[src/hdl/ice_mbus_pkg.sv]
`default_nettype none

package ice_mbus_pkg;

	// one word as handed over by the MBus controller
	typedef struct packed {
		logic [31:0] addr;
		logic [31:0] data;
		logic        pend;
		logic        fail;
		logic        bcast;
		logic [1:0]  ctrl;
	} rx_word_t;

	// byte stream towards the ICE bus interface
	typedef struct packed {
		logic       frame_valid;
		logic       latch;
		logic [7:0] data;
	} frame_out_t;

	// enumerate / invalidate request from the controller
	typedef struct packed {
		logic       write;
		logic       invalid_n;
		logic [3:0] addr;
	} addr_update_t;

	localparam logic [7:0] frame_flag = 8'h62;
	localparam logic [3:0] addr_none = 4'hf;

	typedef enum logic [1:0] {
		sel_payload,
		sel_flag,
		sel_counter,
		sel_status
	} byte_sel_t;

	typedef enum logic [2:0] {
		idle,
		hdr_flag,
		hdr_ctr,
		rx_capture,
		rx_shift,
		rx_check,
		rx_end,
		fail_ack
	} rx_state_t;

endpackage

`default_nettype wire

[src/hdl/mbus_clk_divider.sv]
`timescale 1ns/1ps
`default_nettype none

module mbus_clk_divider #(
	parameter int clk_div_width = 22
) (
	input  logic                     clk,
	input  logic                     reset,
	input  logic [clk_div_width-1:0] clk_div,
	output logic                     mbus_clk
);

	logic [clk_div_width-1:0] count;

	// half period is clk_div+1 cycles of clk
	always_ff @(posedge clk) begin
		if (reset) begin
			count <= '0;
			mbus_clk <= 1'b0;
		end else if (count == clk_div) begin
			count <= '0;
			mbus_clk <= ~mbus_clk;
		end else begin
			count <= count + 1'b1;
		end
	end

endmodule

`default_nettype wire

[src/hdl/mbus_rx_bridge.sv]
`timescale 1ns/1ps
`default_nettype none

module mbus_rx_bridge #(
	parameter int clk_div_width = 22
) (
	input  logic                       clk,
	input  logic                       reset,
	input  ice_mbus_pkg::rx_word_t     rx_word,
	input  logic                       rxreq,
	input  logic                       rxfail,
	input  ice_mbus_pkg::addr_update_t addr_update,
	input  logic [3:0]                 short_addr_override,
	input  logic [clk_div_width-1:0]   clk_div,
	input  logic [7:0]                 global_counter,
	output logic                       mbus_clk,
	output logic                       rxack,
	output logic [3:0]                 assigned_addr,
	output logic                       assigned_addr_valid,
	output ice_mbus_pkg::frame_out_t   frame,
	output logic                       incr_ctr
);
	import ice_mbus_pkg::*;

	byte_sel_t  byte_sel;
	logic       capture;
	logic       shift;
	logic       clear;
	logic       last_byte;
	logic       cur_pend;
	logic       cur_fail;
	logic [7:0] payload_byte;
	logic [7:0] status_byte;
	logic       frame_valid;
	logic       latch;

	mbus_clk_divider #(
		.clk_div_width(clk_div_width)
	) clk_div_inst (
		.clk(clk),
		.reset(reset),
		.clk_div(clk_div),
		.mbus_clk(mbus_clk)
	);

	short_addr_reg short_addr_inst (
		.clk(clk),
		.reset(reset),
		.addr_update(addr_update),
		.short_addr_override(short_addr_override),
		.assigned_addr(assigned_addr),
		.assigned_addr_valid(assigned_addr_valid)
	);

	rx_word_shifter shifter_inst (
		.clk(clk),
		.reset(reset),
		.rx_word(rx_word),
		.capture(capture),
		.shift(shift),
		.clear(clear),
		.payload_byte(payload_byte),
		.last_byte(last_byte)
	);

	rx_status_collector status_inst (
		.clk(clk),
		.reset(reset),
		.rx_word(rx_word),
		.capture(capture),
		.clear(clear),
		.status_byte(status_byte),
		.cur_pend(cur_pend),
		.cur_fail(cur_fail)
	);

	rx_frame_fsm fsm_inst (
		.clk(clk),
		.reset(reset),
		.rxreq(rxreq),
		.rxfail(rxfail),
		.last_byte(last_byte),
		.cur_pend(cur_pend),
		.cur_fail(cur_fail),
		.capture(capture),
		.shift(shift),
		.clear(clear),
		.byte_sel(byte_sel),
		.frame_valid(frame_valid),
		.latch(latch),
		.rxack(rxack),
		.incr_ctr(incr_ctr)
	);

	// output byte mux
	always_comb begin
		frame.frame_valid = frame_valid;
		frame.latch = latch;
		case (byte_sel)
			sel_flag:    frame.data = frame_flag;
			sel_counter: frame.data = global_counter;
			sel_status:  frame.data = status_byte;
			default:     frame.data = payload_byte;
		endcase
	end

endmodule

`default_nettype wire

[src/hdl/rx_frame_fsm.sv]
`timescale 1ns/1ps
`default_nettype none

module rx_frame_fsm (
	input  logic                    clk,
	input  logic                    reset,
	input  logic                    rxreq,
	input  logic                    rxfail,
	input  logic                    last_byte,
	input  logic                    cur_pend,
	input  logic                    cur_fail,
	output logic                    capture,
	output logic                    shift,
	output logic                    clear,
	output ice_mbus_pkg::byte_sel_t byte_sel,
	output logic                    frame_valid,
	output logic                    latch,
	output logic                    rxack,
	output logic                    incr_ctr
);
	import ice_mbus_pkg::*;

	rx_state_t  state;
	rx_state_t  next_state;
	logic [1:0] rxreq_sync;
	logic [1:0] rxfail_sync;
	logic       req_s;
	logic       fail_s;
	logic [1:0] state_cnt;
	logic       ack_next;

	// controller handshake lives on mbus_clk
	assign req_s = rxreq_sync[1];
	assign fail_s = rxfail_sync[1];

	always_ff @(posedge clk) begin
		if (reset) begin
			state <= idle;
			rxreq_sync <= '0;
			rxfail_sync <= '0;
			state_cnt <= '0;
			rxack <= 1'b0;
		end else begin
			rxreq_sync <= {rxreq_sync[0], rxreq};
			rxfail_sync <= {rxfail_sync[0], rxfail};
			state <= next_state;
			rxack <= ack_next;
			// cycles spent in the current state
			if (next_state != state) begin
				state_cnt <= '0;
			end else begin
				state_cnt <= state_cnt + 1'b1;
			end
		end
	end

	always_comb begin
		next_state = state;
		case (state)
			idle: begin
				if (req_s) begin
					next_state = hdr_flag;
				end else if (fail_s) begin
					next_state = fail_ack;
				end
			end
			hdr_flag: next_state = hdr_ctr;
			hdr_ctr: begin
				if (state_cnt == 2'd1) begin
					next_state = rx_capture;
				end
			end
			rx_capture: next_state = rx_shift;
			rx_shift: begin
				if (last_byte) begin
					next_state = rx_check;
				end
			end
			rx_check: begin
				// a failed word ends the message even with pend set
				if (!cur_pend || cur_fail) begin
					next_state = rx_end;
				end else if (req_s) begin
					next_state = rx_capture;
				end
			end
			rx_end: next_state = idle;
			fail_ack: begin
				if (state_cnt == 2'd2) begin
					next_state = idle;
				end
			end
			default: next_state = idle;
		endcase
	end

	// ack lines up with the capture cycle, fail ack trails by one
	assign ack_next = (next_state == rx_capture) || (state == fail_ack);

	assign capture = (state == rx_capture);
	assign shift = (state == rx_shift);
	assign clear = (state == idle);
	assign incr_ctr = (state == hdr_ctr) && (state_cnt == 2'd1);

	assign frame_valid = (state != idle) && (state != fail_ack);
	assign latch = (state == hdr_flag) || (state == rx_shift) || (state == rx_end) ||
		((state == hdr_ctr) && (state_cnt == 2'd0));

	always_comb begin
		case (state)
			hdr_flag: byte_sel = sel_flag;
			hdr_ctr:  byte_sel = sel_counter;
			rx_end:   byte_sel = sel_status;
			default:  byte_sel = sel_payload;
		endcase
	end

endmodule

`default_nettype wire

[src/hdl/rx_status_collector.sv]
`timescale 1ns/1ps
`default_nettype none

module rx_status_collector (
	input  logic                   clk,
	input  logic                   reset,
	input  ice_mbus_pkg::rx_word_t rx_word,
	input  logic                   capture,
	input  logic                   clear,
	output logic [7:0]             status_byte,
	output logic                   cur_pend,
	output logic                   cur_fail
);

	always_ff @(posedge clk) begin
		if (reset) begin
			status_byte <= 8'h00;
			cur_pend <= 1'b0;
			cur_fail <= 1'b0;
		end else if (clear) begin
			status_byte <= 8'h00;
		end else if (capture) begin
			// sticky over all words of one message
			status_byte <= status_byte |
				{4'b0000, rx_word.fail, rx_word.bcast, rx_word.ctrl};
			cur_pend <= rx_word.pend;
			cur_fail <= rx_word.fail;
		end
	end

endmodule

`default_nettype wire

[src/hdl/rx_word_shifter.sv]
`timescale 1ns/1ps
`default_nettype none

module rx_word_shifter (
	input  logic                   clk,
	input  logic                   reset,
	input  ice_mbus_pkg::rx_word_t rx_word,
	input  logic                   capture,
	input  logic                   shift,
	input  logic                   clear,
	output logic [7:0]             payload_byte,
	output logic                   last_byte
);

	logic [63:0] shift_reg;
	logic [2:0]  byte_cnt;
	logic        first_word;

	// bytes left in the current word, minus one
	always_ff @(posedge clk) begin
		if (reset) begin
			byte_cnt <= '0;
			first_word <= 1'b1;
		end else if (clear) begin
			first_word <= 1'b1;
		end else if (capture) begin
			first_word <= 1'b0;
			if (first_word) begin
				byte_cnt <= 3'd7;
			end else begin
				byte_cnt <= 3'd3;
			end
		end else if (shift) begin
			byte_cnt <= byte_cnt - 1'b1;
		end
	end

	// first word carries the address, later words only data
	always_ff @(posedge clk) begin
		if (capture) begin
			if (first_word) begin
				shift_reg <= {rx_word.addr, rx_word.data};
			end else begin
				shift_reg <= {rx_word.data, 32'd0};
			end
		end else if (shift) begin
			shift_reg <= {shift_reg[55:0], 8'h00};
		end
	end

	assign payload_byte = shift_reg[63:56];
	assign last_byte = (byte_cnt == 3'd0);

endmodule

`default_nettype wire

[src/hdl/short_addr_reg.sv]
`timescale 1ns/1ps
`default_nettype none

module short_addr_reg (
	input  logic                       clk,
	input  logic                       reset,
	input  ice_mbus_pkg::addr_update_t addr_update,
	input  logic [3:0]                 short_addr_override,
	output logic [3:0]                 assigned_addr,
	output logic                       assigned_addr_valid
);
	import ice_mbus_pkg::*;

	logic [3:0] stored_addr;
	logic       stored_valid;

	// enumerate write wins over invalidate
	always_ff @(posedge clk) begin
		if (reset) begin
			stored_addr <= addr_none;
			stored_valid <= 1'b0;
		end else if (addr_update.write) begin
			stored_addr <= addr_update.addr;
			stored_valid <= 1'b1;
		end else if (!addr_update.invalid_n) begin
			stored_addr <= addr_none;
			stored_valid <= 1'b0;
		end
	end

	// user override from the ICE host, f means not set
	always_comb begin
		if (short_addr_override != addr_none) begin
			assigned_addr = short_addr_override;
			assigned_addr_valid = 1'b1;
		end else begin
			assigned_addr = stored_addr;
			assigned_addr_valid = stored_valid;
		end
	end

endmodule

`default_nettype wire

[config.mk]
export PLATFORM = sky130hd
export DESIGN_NAME = mbus_rx_bridge
export DESIGN_NICKNAME = d
export VERILOG_FILES = /design/src/hdl/ice_mbus_pkg.sv /design/src/hdl/mbus_clk_divider.sv /design/src/hdl/mbus_rx_bridge.sv /design/src/hdl/rx_frame_fsm.sv /design/src/hdl/rx_status_collector.sv /design/src/hdl/rx_word_shifter.sv /design/src/hdl/short_addr_reg.sv
export SDC_FILE = /design/constraint.sdc
export NUM_CORES = 1
export LEC_CHECK = 0
export BUFFER_PORTS_ARGS = -buffer_cell sky130_fd_sc_hd__buf_2
export CAP_MARGIN = 20
export CELL_PAD_IN_SITES_DETAIL_PLACEMENT = 1
export CELL_PAD_IN_SITES_GLOBAL_PLACEMENT = 1
export CORE_ASPECT_RATIO = 2
export CORE_MARGIN = 2
export CORE_UTILIZATION = 37
export DETAILED_ROUTE_END_ITERATION = 7
export PLACE_DENSITY_LB_ADDON = 0.1
export SKIP_LAST_GASP = 1
export SLEW_MARGIN = 20
export SYNTH_ARGS = -nofsm -noshare
export SYNTH_HDL_FRONTEND = slang
export SYNTH_SLANG_ARGS = --single-unit
[constraint.sdc]
create_clock -name clk -period 4.5 [get_ports clk]
set_input_delay 0.225 -clock clk [delete_from_list [all_inputs] [get_ports clk]]
set_output_delay 0.225 -clock clk [all_outputs]
set_load 0.01 [all_outputs]
==> impl_metrics.tcl, run 1 <==
set metrics [dict create \
    crit_arrival_ns 2.67 \
    post-route-drc-count 0 \
    final_nets 816 \
    dominantRegCellSynth "edfxtp_1" \
    clockBufferDepth 2 \
    hold_violations 0 \
    largest_register_ff_count 64 \
    slew_viol_final 0 \
    ys_seq_area_share_pct 51.8 \
    hpwl_mm 11.2 \
    fmax_mhz 404 \
    ys_seq_elements 112 \
    avgSynthCellArea_um2 9.51 \
    p_leak_nw 2.95 \
    crit_type "register to register" \
    rows 63 \
    drt_iter0_markers 152 \
    synth_top_area_share_pct 34.5 \
    cts_buffers 9 \
    cts_tree "done" \
    synth.area.top_cells "edfxtp_1 35%, dfxtp_1 17%, nand2_1 6.8%" \
    synth-edff-count 64 \
    synth_nets 704 \
    gp_congestion 0.848 \
    grt_pass1_wl_mm 24.0 \
    mappedNetlistArea_um2 5560 \
    drtAntennaViolNets 0 \
    fp.dieW_um 90.7 \
    critPathMaxFanout 22 \
    clk_pin_slew_ns 0.08 \
    vdd_drop_max_v 0.000186 \
    grt_max_degree 89 \
    cts-root-buf "clkbuf_16" \
    floorplan.initialDensity_pct 37.7 \
    antenna_found_initial 0 \
    setup_viol 0 \
    drive_gt1_share_pct 22.1 \
    vias_per_cell 5.05 \
    holdWs_ns 0.0866 \
    post-route-period-util_pct 54.9 \
    synth.most_common_cell "nand2_1" \
    die_h_um 177 \
    relSlewSlack_pct 32.3 \
    track_usage_pct 18.9 \
    drt-wirelength-per-cell_um 16.6 \
    routed_wirelength_mm 14.9 \
    startpoint_type "register" \
    syn_inst 585 \
    synth_warnings 0 \
    grt_overflow 0 \
    fp.dieArea_um2 16100 \
    end_kind "register" \
    port_buffers 130 \
    power_density_nw_per_um2 373 \
    cts_setup_buffers 0 \
    yosys.area.top_type "edfxtp_1" \
    status "finished clean" \
    stdcell_area_um2 6660 \
    cp.required_ns 4.69 \
    cts_sinks 112 \
    insertion_delay_ns 0.35 \
    yosys.cell_types.count 42 \
    ys_top_cells_by_count "101 x nand2_1, 69 x o21ai_0, 64 x edfxtp_1" \
    rsz0062_at_grt "no" \
    period_needed_ns 2.47 \
    routed-via-count 4530 \
    antenna_cells 0 \
    grt_pass1_vias 4841 \
    fin_skew_ns 0.0122 \
    worst_pin_slew_ns 1.02 \
    io_pins 131 \
    syn2layout_area_growth_pct 19.7 \
    async_reset_ff_share_pct 0 \
    min_path_type "input pin to register" \
    maxCapViolCount 0 \
    core_area_um2 14700 \
    dr.pass1.iters 4 \
    htree_num_levels 3 \
    postCtsHoldBufs 0 \
    fin_setup_tns_ns 0 \
    post_cts_resized 0 \
    postPlaceCellArea_um2 6380 \
]
cell families (layout without fill, tap and decap cells):
group	after synthesis	count (layout)	synth area share, %
AO/OA/AOI/OAI	110	110	10.7
XOR/XNOR	42	42	6.61
adder cells (fa/ha/maj)	6	6	1.35
buffers and inverters	49	166	3.67
flip-flops	112	112	51.8
multiplexers	36	36	6.48
AND/OR/NAND/NOR	230	230	19.3
worst max-delay path: stages (launching register included):
cell and delay, ns:
dfxtp_1 0.48, xor2_1 0.11, nor4_1 0.48, nand4_1 0.28, o31ai_4 0.82, nor2_1 0.14
area by class of cell:
cell class | instances | area (um^2)
fill | 1783 | 8080
sequential | 112 | 2880
multi-input combinational | 424 | 2500
timing repair buffer | 137 | 703
tap | 195 | 244
clock buffer | 10 | 229
clock inverter | 6 | 51.3
inverter | 13 | 48.8
per-layer routing:
metal | vias to the layer above | share of wire (%) | GRT usage (%)
li1 | 2257 | - | -
met1 | 2130 | 37 | 19.7
met2 | 113 | 54 | 35.8
met3 | 30 | 4.7 | 3.69
met4 | 0 | 3.8 | 9.10
met5 | - | 0 | 0
cell usage in the layout, fill, tap and decap left out, drive strengths merged, types with 2 or more instances in the layout:
| master | Yosys | routed |
|---|---|---|
| o31a | 2 | 2 |
| ha | 6 | 6 |
| nand4 | 7 | 7 |
| nand3b | 2 | 2 |
| inv | 13 | 16 |
| clkinv | 0 | 3 |
| a22o | 2 | 2 |
| nor4 | 4 | 4 |
| buf | 14 | 137 |
| and4 | 3 | 3 |
| nand2b | 6 | 6 |
| and2 | 6 | 6 |
| a21oi | 24 | 24 |
| nor2 | 46 | 46 |
| dfxtp | 48 | 48 |
| o211ai | 2 | 2 |
| or2 | 2 | 2 |
| edfxtp | 64 | 64 |
| o21ai | 72 | 72 |
| and3 | 12 | 12 |
| nor2b | 12 | 12 |
| nor3b | 8 | 8 |
| nand2 | 101 | 101 |
| nand4b | 2 | 2 |
| mux2i | 36 | 36 |
| xor2 | 19 | 19 |
| nand3 | 7 | 7 |
| nor3 | 10 | 10 |
| clkbuf | 22 | 10 |
| xnor2 | 23 | 23 |
| o31ai | 2 | 2 |
report_power, final:
part / internal, mW / switching (mW) / total (mW)
logic: 0.184 / 0.276 / 0.461
clock network: 0.386 / 0.393 / 0.779
registers: 1.19 / 0.0511 / 1.25
path summary, 6_finish.rpt:
path,startpoint,endpoint,slack (ns),cells after the start
hold / removal,rxfail,fsm_inst.rxfail_sync[0],0.09,2
setup reg to reg,clk_div_inst.count[7],clk_div_inst.count[11],2.03,5
hold reg to reg,fsm_inst.rxreq_sync[0],fsm_inst.rxreq_sync[1],0.44,1
setup / recovery,clk_div_inst.count[7],clk_div_inst.count[11],2.03,5
per-stage QoR:
stage / std cells / power [mW] / worst slack (ns) / util (%)
2_1_floorplan: 585 / 1.56 / 0.298 / -
3_3_place_gp: 881 / 1.71 / 2.06 / 43.3
3_5_place_dp: 881 / 1.74 / 1.95 / 43.3
4_1_cts: 897 / 2.52 / 1.95 / 45.2
5_1_grt: 897 / 2.62 / 1.86 / 45.2
6_report: 897 / 2.48 / 2.03 / 45.2
Power figures use the tool's default switching activity.
==> run 2: changes to the inputs <==
==> constraint.sdc (replaced) <==
create_clock -name clk -period 2.12 [get_ports clk]
set_input_delay 0.106 -clock clk [delete_from_list [all_inputs] [get_ports clk]]
set_output_delay 0.106 -clock clk [all_outputs]
set_load 0.01 [all_outputs]
==> run 2 against run 1 <==
  * Total power up 120%
  * Count of clock-buffer cells in the layout down 1
  * Global-route usage up 1.2 points
  * Routed wire length up 6.6%
  * Critical endpoint is now clk_div_inst.count[20]
  * Highest routed layer unchanged
==> impl_metrics.tcl, run 2 (synthesized netlist as in run 1, its figures left out) <==
set metrics [dict create \
    status "finished clean" \
    drt_iter0_markers 231 \
    largest_register_ff_count 64 \
    combPwrFrac_pct 20.2 \
    core_area_um2 14700 \
    cts_buffers 9 \
    grt_max_degree 72 \
    routed_wirelength_mm 15.9 \
    fmax_mhz 498 \
    hold_violations 0 \
    drt-wirelength-per-cell_um 17.4 \
    track_usage_pct 20.1 \
    routed-via-count 4621 \
    dr.pass1.iters 4 \
    end_kind "register" \
    critPathMaxFanout 17 \
    grt_pass1_wl_mm 25.1 \
    cts_sinks 112 \
    grt_overflow 0 \
    fin_skew_ns 0.0109 \
    most-common-layout-cells "130 x buf_2, 101 x nand2_1, 69 x o21ai_0, 64 x edfxtp_1, 47 x dfxtp_1" \
    power.switching_mw 1.53 \
    startpoint_type "register" \
    p_int_mw 3.91 \
    switching_share_pct 28.2 \
    io_pins 131 \
    crit_type "register to register" \
    slowest_stage "nor4_1" \
    cts_tree "done" \
    period_needed_ns 2.01 \
    p_seq_share_pct 48.2 \
    post-route-period-util_pct 94.8 \
    drtAntennaViolNets 0 \
    rows 63 \
    p_leak_nw 3.07 \
    holdWs_ns 0.0197 \
    gp_congestion 0.836 \
    hpwl_mm 12.2 \
    relSlewSlack_pct 57.8 \
    final_util_pct 46.9 \
    fp.dieW_um 90.7 \
    p_total_mw 5.45 \
    max_stage_delay_ns 0.40 \
    final_nets 834 \
    setup_viol 0 \
    min_path_type "input pin to register" \
    vias_per_cell 5.05 \
    slew_viol_final 0 \
    drive_gt1_share_pct 23.5 \
    vdd_drop_max_v 0.000394 \
    layout_commonest_cell "buf_2" \
    rsz0062_at_grt "no" \
    htree_num_levels 3 \
    antenna_cells 0 \
    cts-root-buf "clkbuf_16" \
    floorplan.initialDensity_pct 37.7 \
    insertion_delay_ns 0.35 \
    worst_pin_slew_ns 0.631 \
    crit_arrival_ns 2.25 \
    fin_setup_tns_ns 0 \
    clk_pin_slew_ns 0.08 \
    clockBufferDepth 2 \
    power.share.clock_pct 31.6 \
    syn2layout_area_growth_pct 24.3 \
    grt_pass1_vias 4890 \
    antenna_found_initial 0 \
    post-route-drc-count 0 \
    die_h_um 177 \
    path_cells "xor2_1 > nor4_1 > nand4_1 > o31ai_2 > buf_4 > nor2_1" \
    fp.dieArea_um2 16100 \
    power_density_nw_per_um2 787 \
    cp.required_ns 2.36 \
    maxCapViolCount 0 \
    port_buffers 130 \
]
## run 2: worst paths after layout
kind	startpoint	endpoint	slack, ns	depth (start not counted)
hold reg to reg	fsm_inst.rxfail_sync[0]	fsm_inst.rxfail_sync[1]	0.45	1
setup / recovery	clk_div_inst.count[5]	clk_div_inst.count[20]	0.11	6
setup reg to reg	clk_div_inst.count[5]	clk_div_inst.count[20]	0.11	6
hold / removal	rx_word[0]	status_inst.status_byte[0]	0.02	3
## run 2: timing repair
| action | CTS | global route |
|---|---|---|
| resized for setup | 0 | 1 |
| setup buffers | 0 | 0 |
| setup endpoints to repair | 0 | 5 |
| hold buffers | 5 | 0 |
| endpoints found under the hold margin | 5 | 0 |
## run 2: worst max-delay path, delay by kind of cell (launching register included)
kind	cells	cell delay, ns
simple gates	3	0.77
buf+inv	1	0.28
xor+xnor	1	0.19
compound gates	1	0.30
flops	1	0.36
## run 2: final cells by class
cell class / count / area (um^2)
well taps: 195 / 244
flip-flops and latches: 112 / 2880
clock buffers: 9 / 225
inverters: 13 / 48.8
repair buffers: 155 / 951
clock inverters: 7 / 72.6
multi-input cells: 424 / 2490
fillers: 1771 / 7820
## run 2: per-layer routing
metal  GRT usage, %  part of all wire [%]
met1           20.5                    36
met2           41.1                    59
met3           3.14                   3.2
met4           5.64                   1.6
met5              0                     0
## run 2: through the flow
| stage | instances | worst slack [ns] | instance area, um^2 |
|---|---|---|---|
| floorplan | 585 | 0.00991 | 5580 |
| global placement | 894 | 0.197 | 6570 |
| detailed placement | 894 | 0.108 | 6570 |
| CTS | 915 | 0.0432 | 6910 |
| global route | 915 | 0.00786 | 6920 |
| finish | 915 | 0.110 | 6920 |
## run 2: power groups by stage
stage	sequential, mW	clock [mW]	combinational [mW]
3_3_place_gp	2.66	0	1.07
2_1_floorplan	2.63	0	0.668
3_5_place_dp	2.67	0	1.10
4_1_cts	2.62	1.79	1.12
5_1_grt	2.64	1.86	1.24
6_report	2.62	1.72	1.10
==> run 3: changes to the inputs <==
--- a/config.mk
+++ b/config.mk
@@ -10,7 +10,7 @@
 export CELL_PAD_IN_SITES_DETAIL_PLACEMENT = 1
 export CELL_PAD_IN_SITES_GLOBAL_PLACEMENT = 1
 export CORE_ASPECT_RATIO = 2
-export CORE_MARGIN = 2
+export CORE_MARGIN = 1
 export CORE_UTILIZATION = 37
 export DETAILED_ROUTE_END_ITERATION = 7
 export PLACE_DENSITY_LB_ADDON = 0.1
==> run 3 against run 2 <==
  * Core utilization decreased by 0.42 points
  * Non-clock buffer count decreased by 3
  * First-iteration DRC count increased by 30%
  * Sequential power about the same
  * Largest cell class unchanged
  * Clock skew decreased by 0.0015 ns
  * Clock power decreased by 6%
==> impl_metrics.tcl, run 3 (synthesized netlist as in run 1, its figures left out) <==
set metrics [dict create \
    status "finished clean" \
    p_leak_nw 3.05 \
    hpwl_mm 11.4 \
    max_stage_delay_ns 0.61 \
    drtAntennaViolNets 0 \
    rows 63 \
    rsz0062_at_grt "no" \
    setup_viol 0 \
    cts_sinks 112 \
    clk_pin_slew_ns 0.08 \
    r2r_slack_ns 0.20 \
    fp.dieW_um 88.7 \
    cp.required_ns 2.01 \
    die_h_um 175 \
    worst_pin_slew_ns 0.531 \
    postPlaceCellArea_um2 6520 \
    most-common-layout-cells "130 x buf_2, 101 x nand2_1, 69 x o21ai_0, 64 x edfxtp_1, 47 x dfxtp_1" \
    cts_tree "done" \
    critPathMaxFanout 14 \
    vdd_drop_max_v 0.000395 \
    period_needed_ns 1.98 \
    maxCapViolCount 0 \
    antenna_found_initial 0 \
    track_usage_pct 19.9 \
    largest_register_ff_count 64 \
    crit_top_cell "buf_4" \
    grt_overflow 0 \
    post_cts_resized 0 \
    grt_max_degree 72 \
    port_buffers 130 \
    crit_arrival_ns 1.88 \
    io_pins 131 \
    core_area_um2 14700 \
    path_cells "buf_4 > nor2b_1 > buf_4 > a21oi_1 > o21ai_1 > buf_2" \
    syn2layout_area_growth_pct 23.2 \
    clockBufferDepth 2 \
    crit_type "register to output pin" \
    slowest_stage "dfxtp_1" \
    vias_per_cell 5.02 \
    drt-wirelength-per-cell_um 16.3 \
    post-route-period-util_pct 93.6 \
    floorplan.initialDensity_pct 37.7 \
    fillers 1784 \
    reg2reg_from "clk_div_inst.count[15]" \
    fin_setup_tns_ns 0 \
    dr.pass1.iters 4 \
    grt_pass1_vias 4802 \
    whs_endpoint "status_inst.status_byte[3]" \
    layout_commonest_cell "buf_2" \
    grt_pass1_wl_mm 23.3 \
    insertion_delay_ns 0.34 \
    fin_cells 912 \
    dp.cells 891 \
    min_path_type "input pin to register" \
    power_density_nw_per_um2 773 \
    drt_iter0_markers 301 \
    startpoint_type "register" \
    gp_congestion 0.811 \
    stdcell_area_um2 6850 \
    hold_violations 0 \
    fp.dieArea_um2 15600 \
    r2r-end "clk_div_inst.count[9]" \
    p_total_mw 5.30 \
    min_path_cells 3 \
    fin_skew_ns 0.00944 \
    rr_worst_depth 6 \
    routed_wirelength_mm 14.9 \
    drive_gt1_share_pct 23.0 \
    slew_viol_final 0 \
    end_kind "output pin" \
    min_from "rx_word[3]" \
    routed-via-count 4578 \
    relSlewSlack_pct 64.5 \
    cts-root-buf "clkbuf_16" \
    final_nets 831 \
    cts_buffers 9 \
    antenna_cells 0 \
    post-route-drc-count 0 \
    htree_num_levels 3 \
    fmax_mhz 504 \
]
## run 3: how the worst max path moves through the flow
stage                            from                        end  slack, ns  depth (start not counted)
3_3_place_gp   clk_div_inst.count[13]     clk_div_inst.count[20]       0.22                          6
3_5_place_dp   clk_div_inst.count[13]      clk_div_inst.count[6]       0.18                          6
4_1_cts             fsm_inst.state[0]                   frame[5]       0.09                          6
5_1_grt             fsm_inst.state[0]                   frame[6]       0.02                          6
6_report            fsm_inst.state[0]                   frame[5]       0.14                          6
2_1_floorplan       fsm_inst.state[1]  shifter_inst.shift_reg[0]       0.01                          3
## run 3: layout make-up
| class | instances | area, um^2 | share of cell area, % |
|---|---|---|---|
| clock inverters | 5 | 42.5 | 0.621 |
| multi-input cells | 424 | 2490 | 36.3 |
| inverters | 13 | 48.8 | 0.712 |
| flip-flops and latches | 112 | 2880 | 42.1 |
| well taps | 195 | 244 | 3.56 |
| repair buffers | 152 | 903 | 13.2 |
| clock buffers | 11 | 243 | 3.54 |
## run 3: what timing repair did
item / in CTS / in global routing
hold buffers: 5 / 0
buffers inserted: 0 / 0
hold endpoints to repair: 5 / 0
setup endpoints to repair: 0 / 0
## run 3: stage by stage
step,hold WS [ns],utilization (%),worst slack (ns)
floorplan,0.178,-,0.00991
global placement,0.320,44.2,0.219
detailed placement,0.324,44.2,0.183
CTS,0.00485,46.5,0.0903
global route,0.0282,46.5,0.0167
finish,0.0184,46.5,0.136
## run 3: power by group
group          switching (mW)  internal, mW  leakage, nW
Clock                   0.780         0.842        0.136
Sequential             0.0851          2.53        0.979
Combinational           0.609         0.450         1.94
## run 3: critical path, delay by kind of cell, from the launching register on
| family | cells | cell delay (ns) |
|---|---|---|
| buf+inv | 3 | 0.56 |
| flops | 1 | 0.61 |
| simple gates | 1 | 0.22 |
| compound gates | 2 | 0.16 |
## run 3: per-layer routing
| layer | up-vias | share of wire (%) | routed length [um] | track usage, % |
|---|---|---|---|---|
| met5 | - | 0 | 0 | 0 |
| met4 | 0 | 4.0 | 596 | 10.6 |
| met3 | 29 | 3.9 | 579 | 3.52 |
| met2 | 100 | 56 | 8420 | 38.1 |
| met1 | 2174 | 36 | 5310 | 19.3 |
| li1 | 2275 | - | - | - |
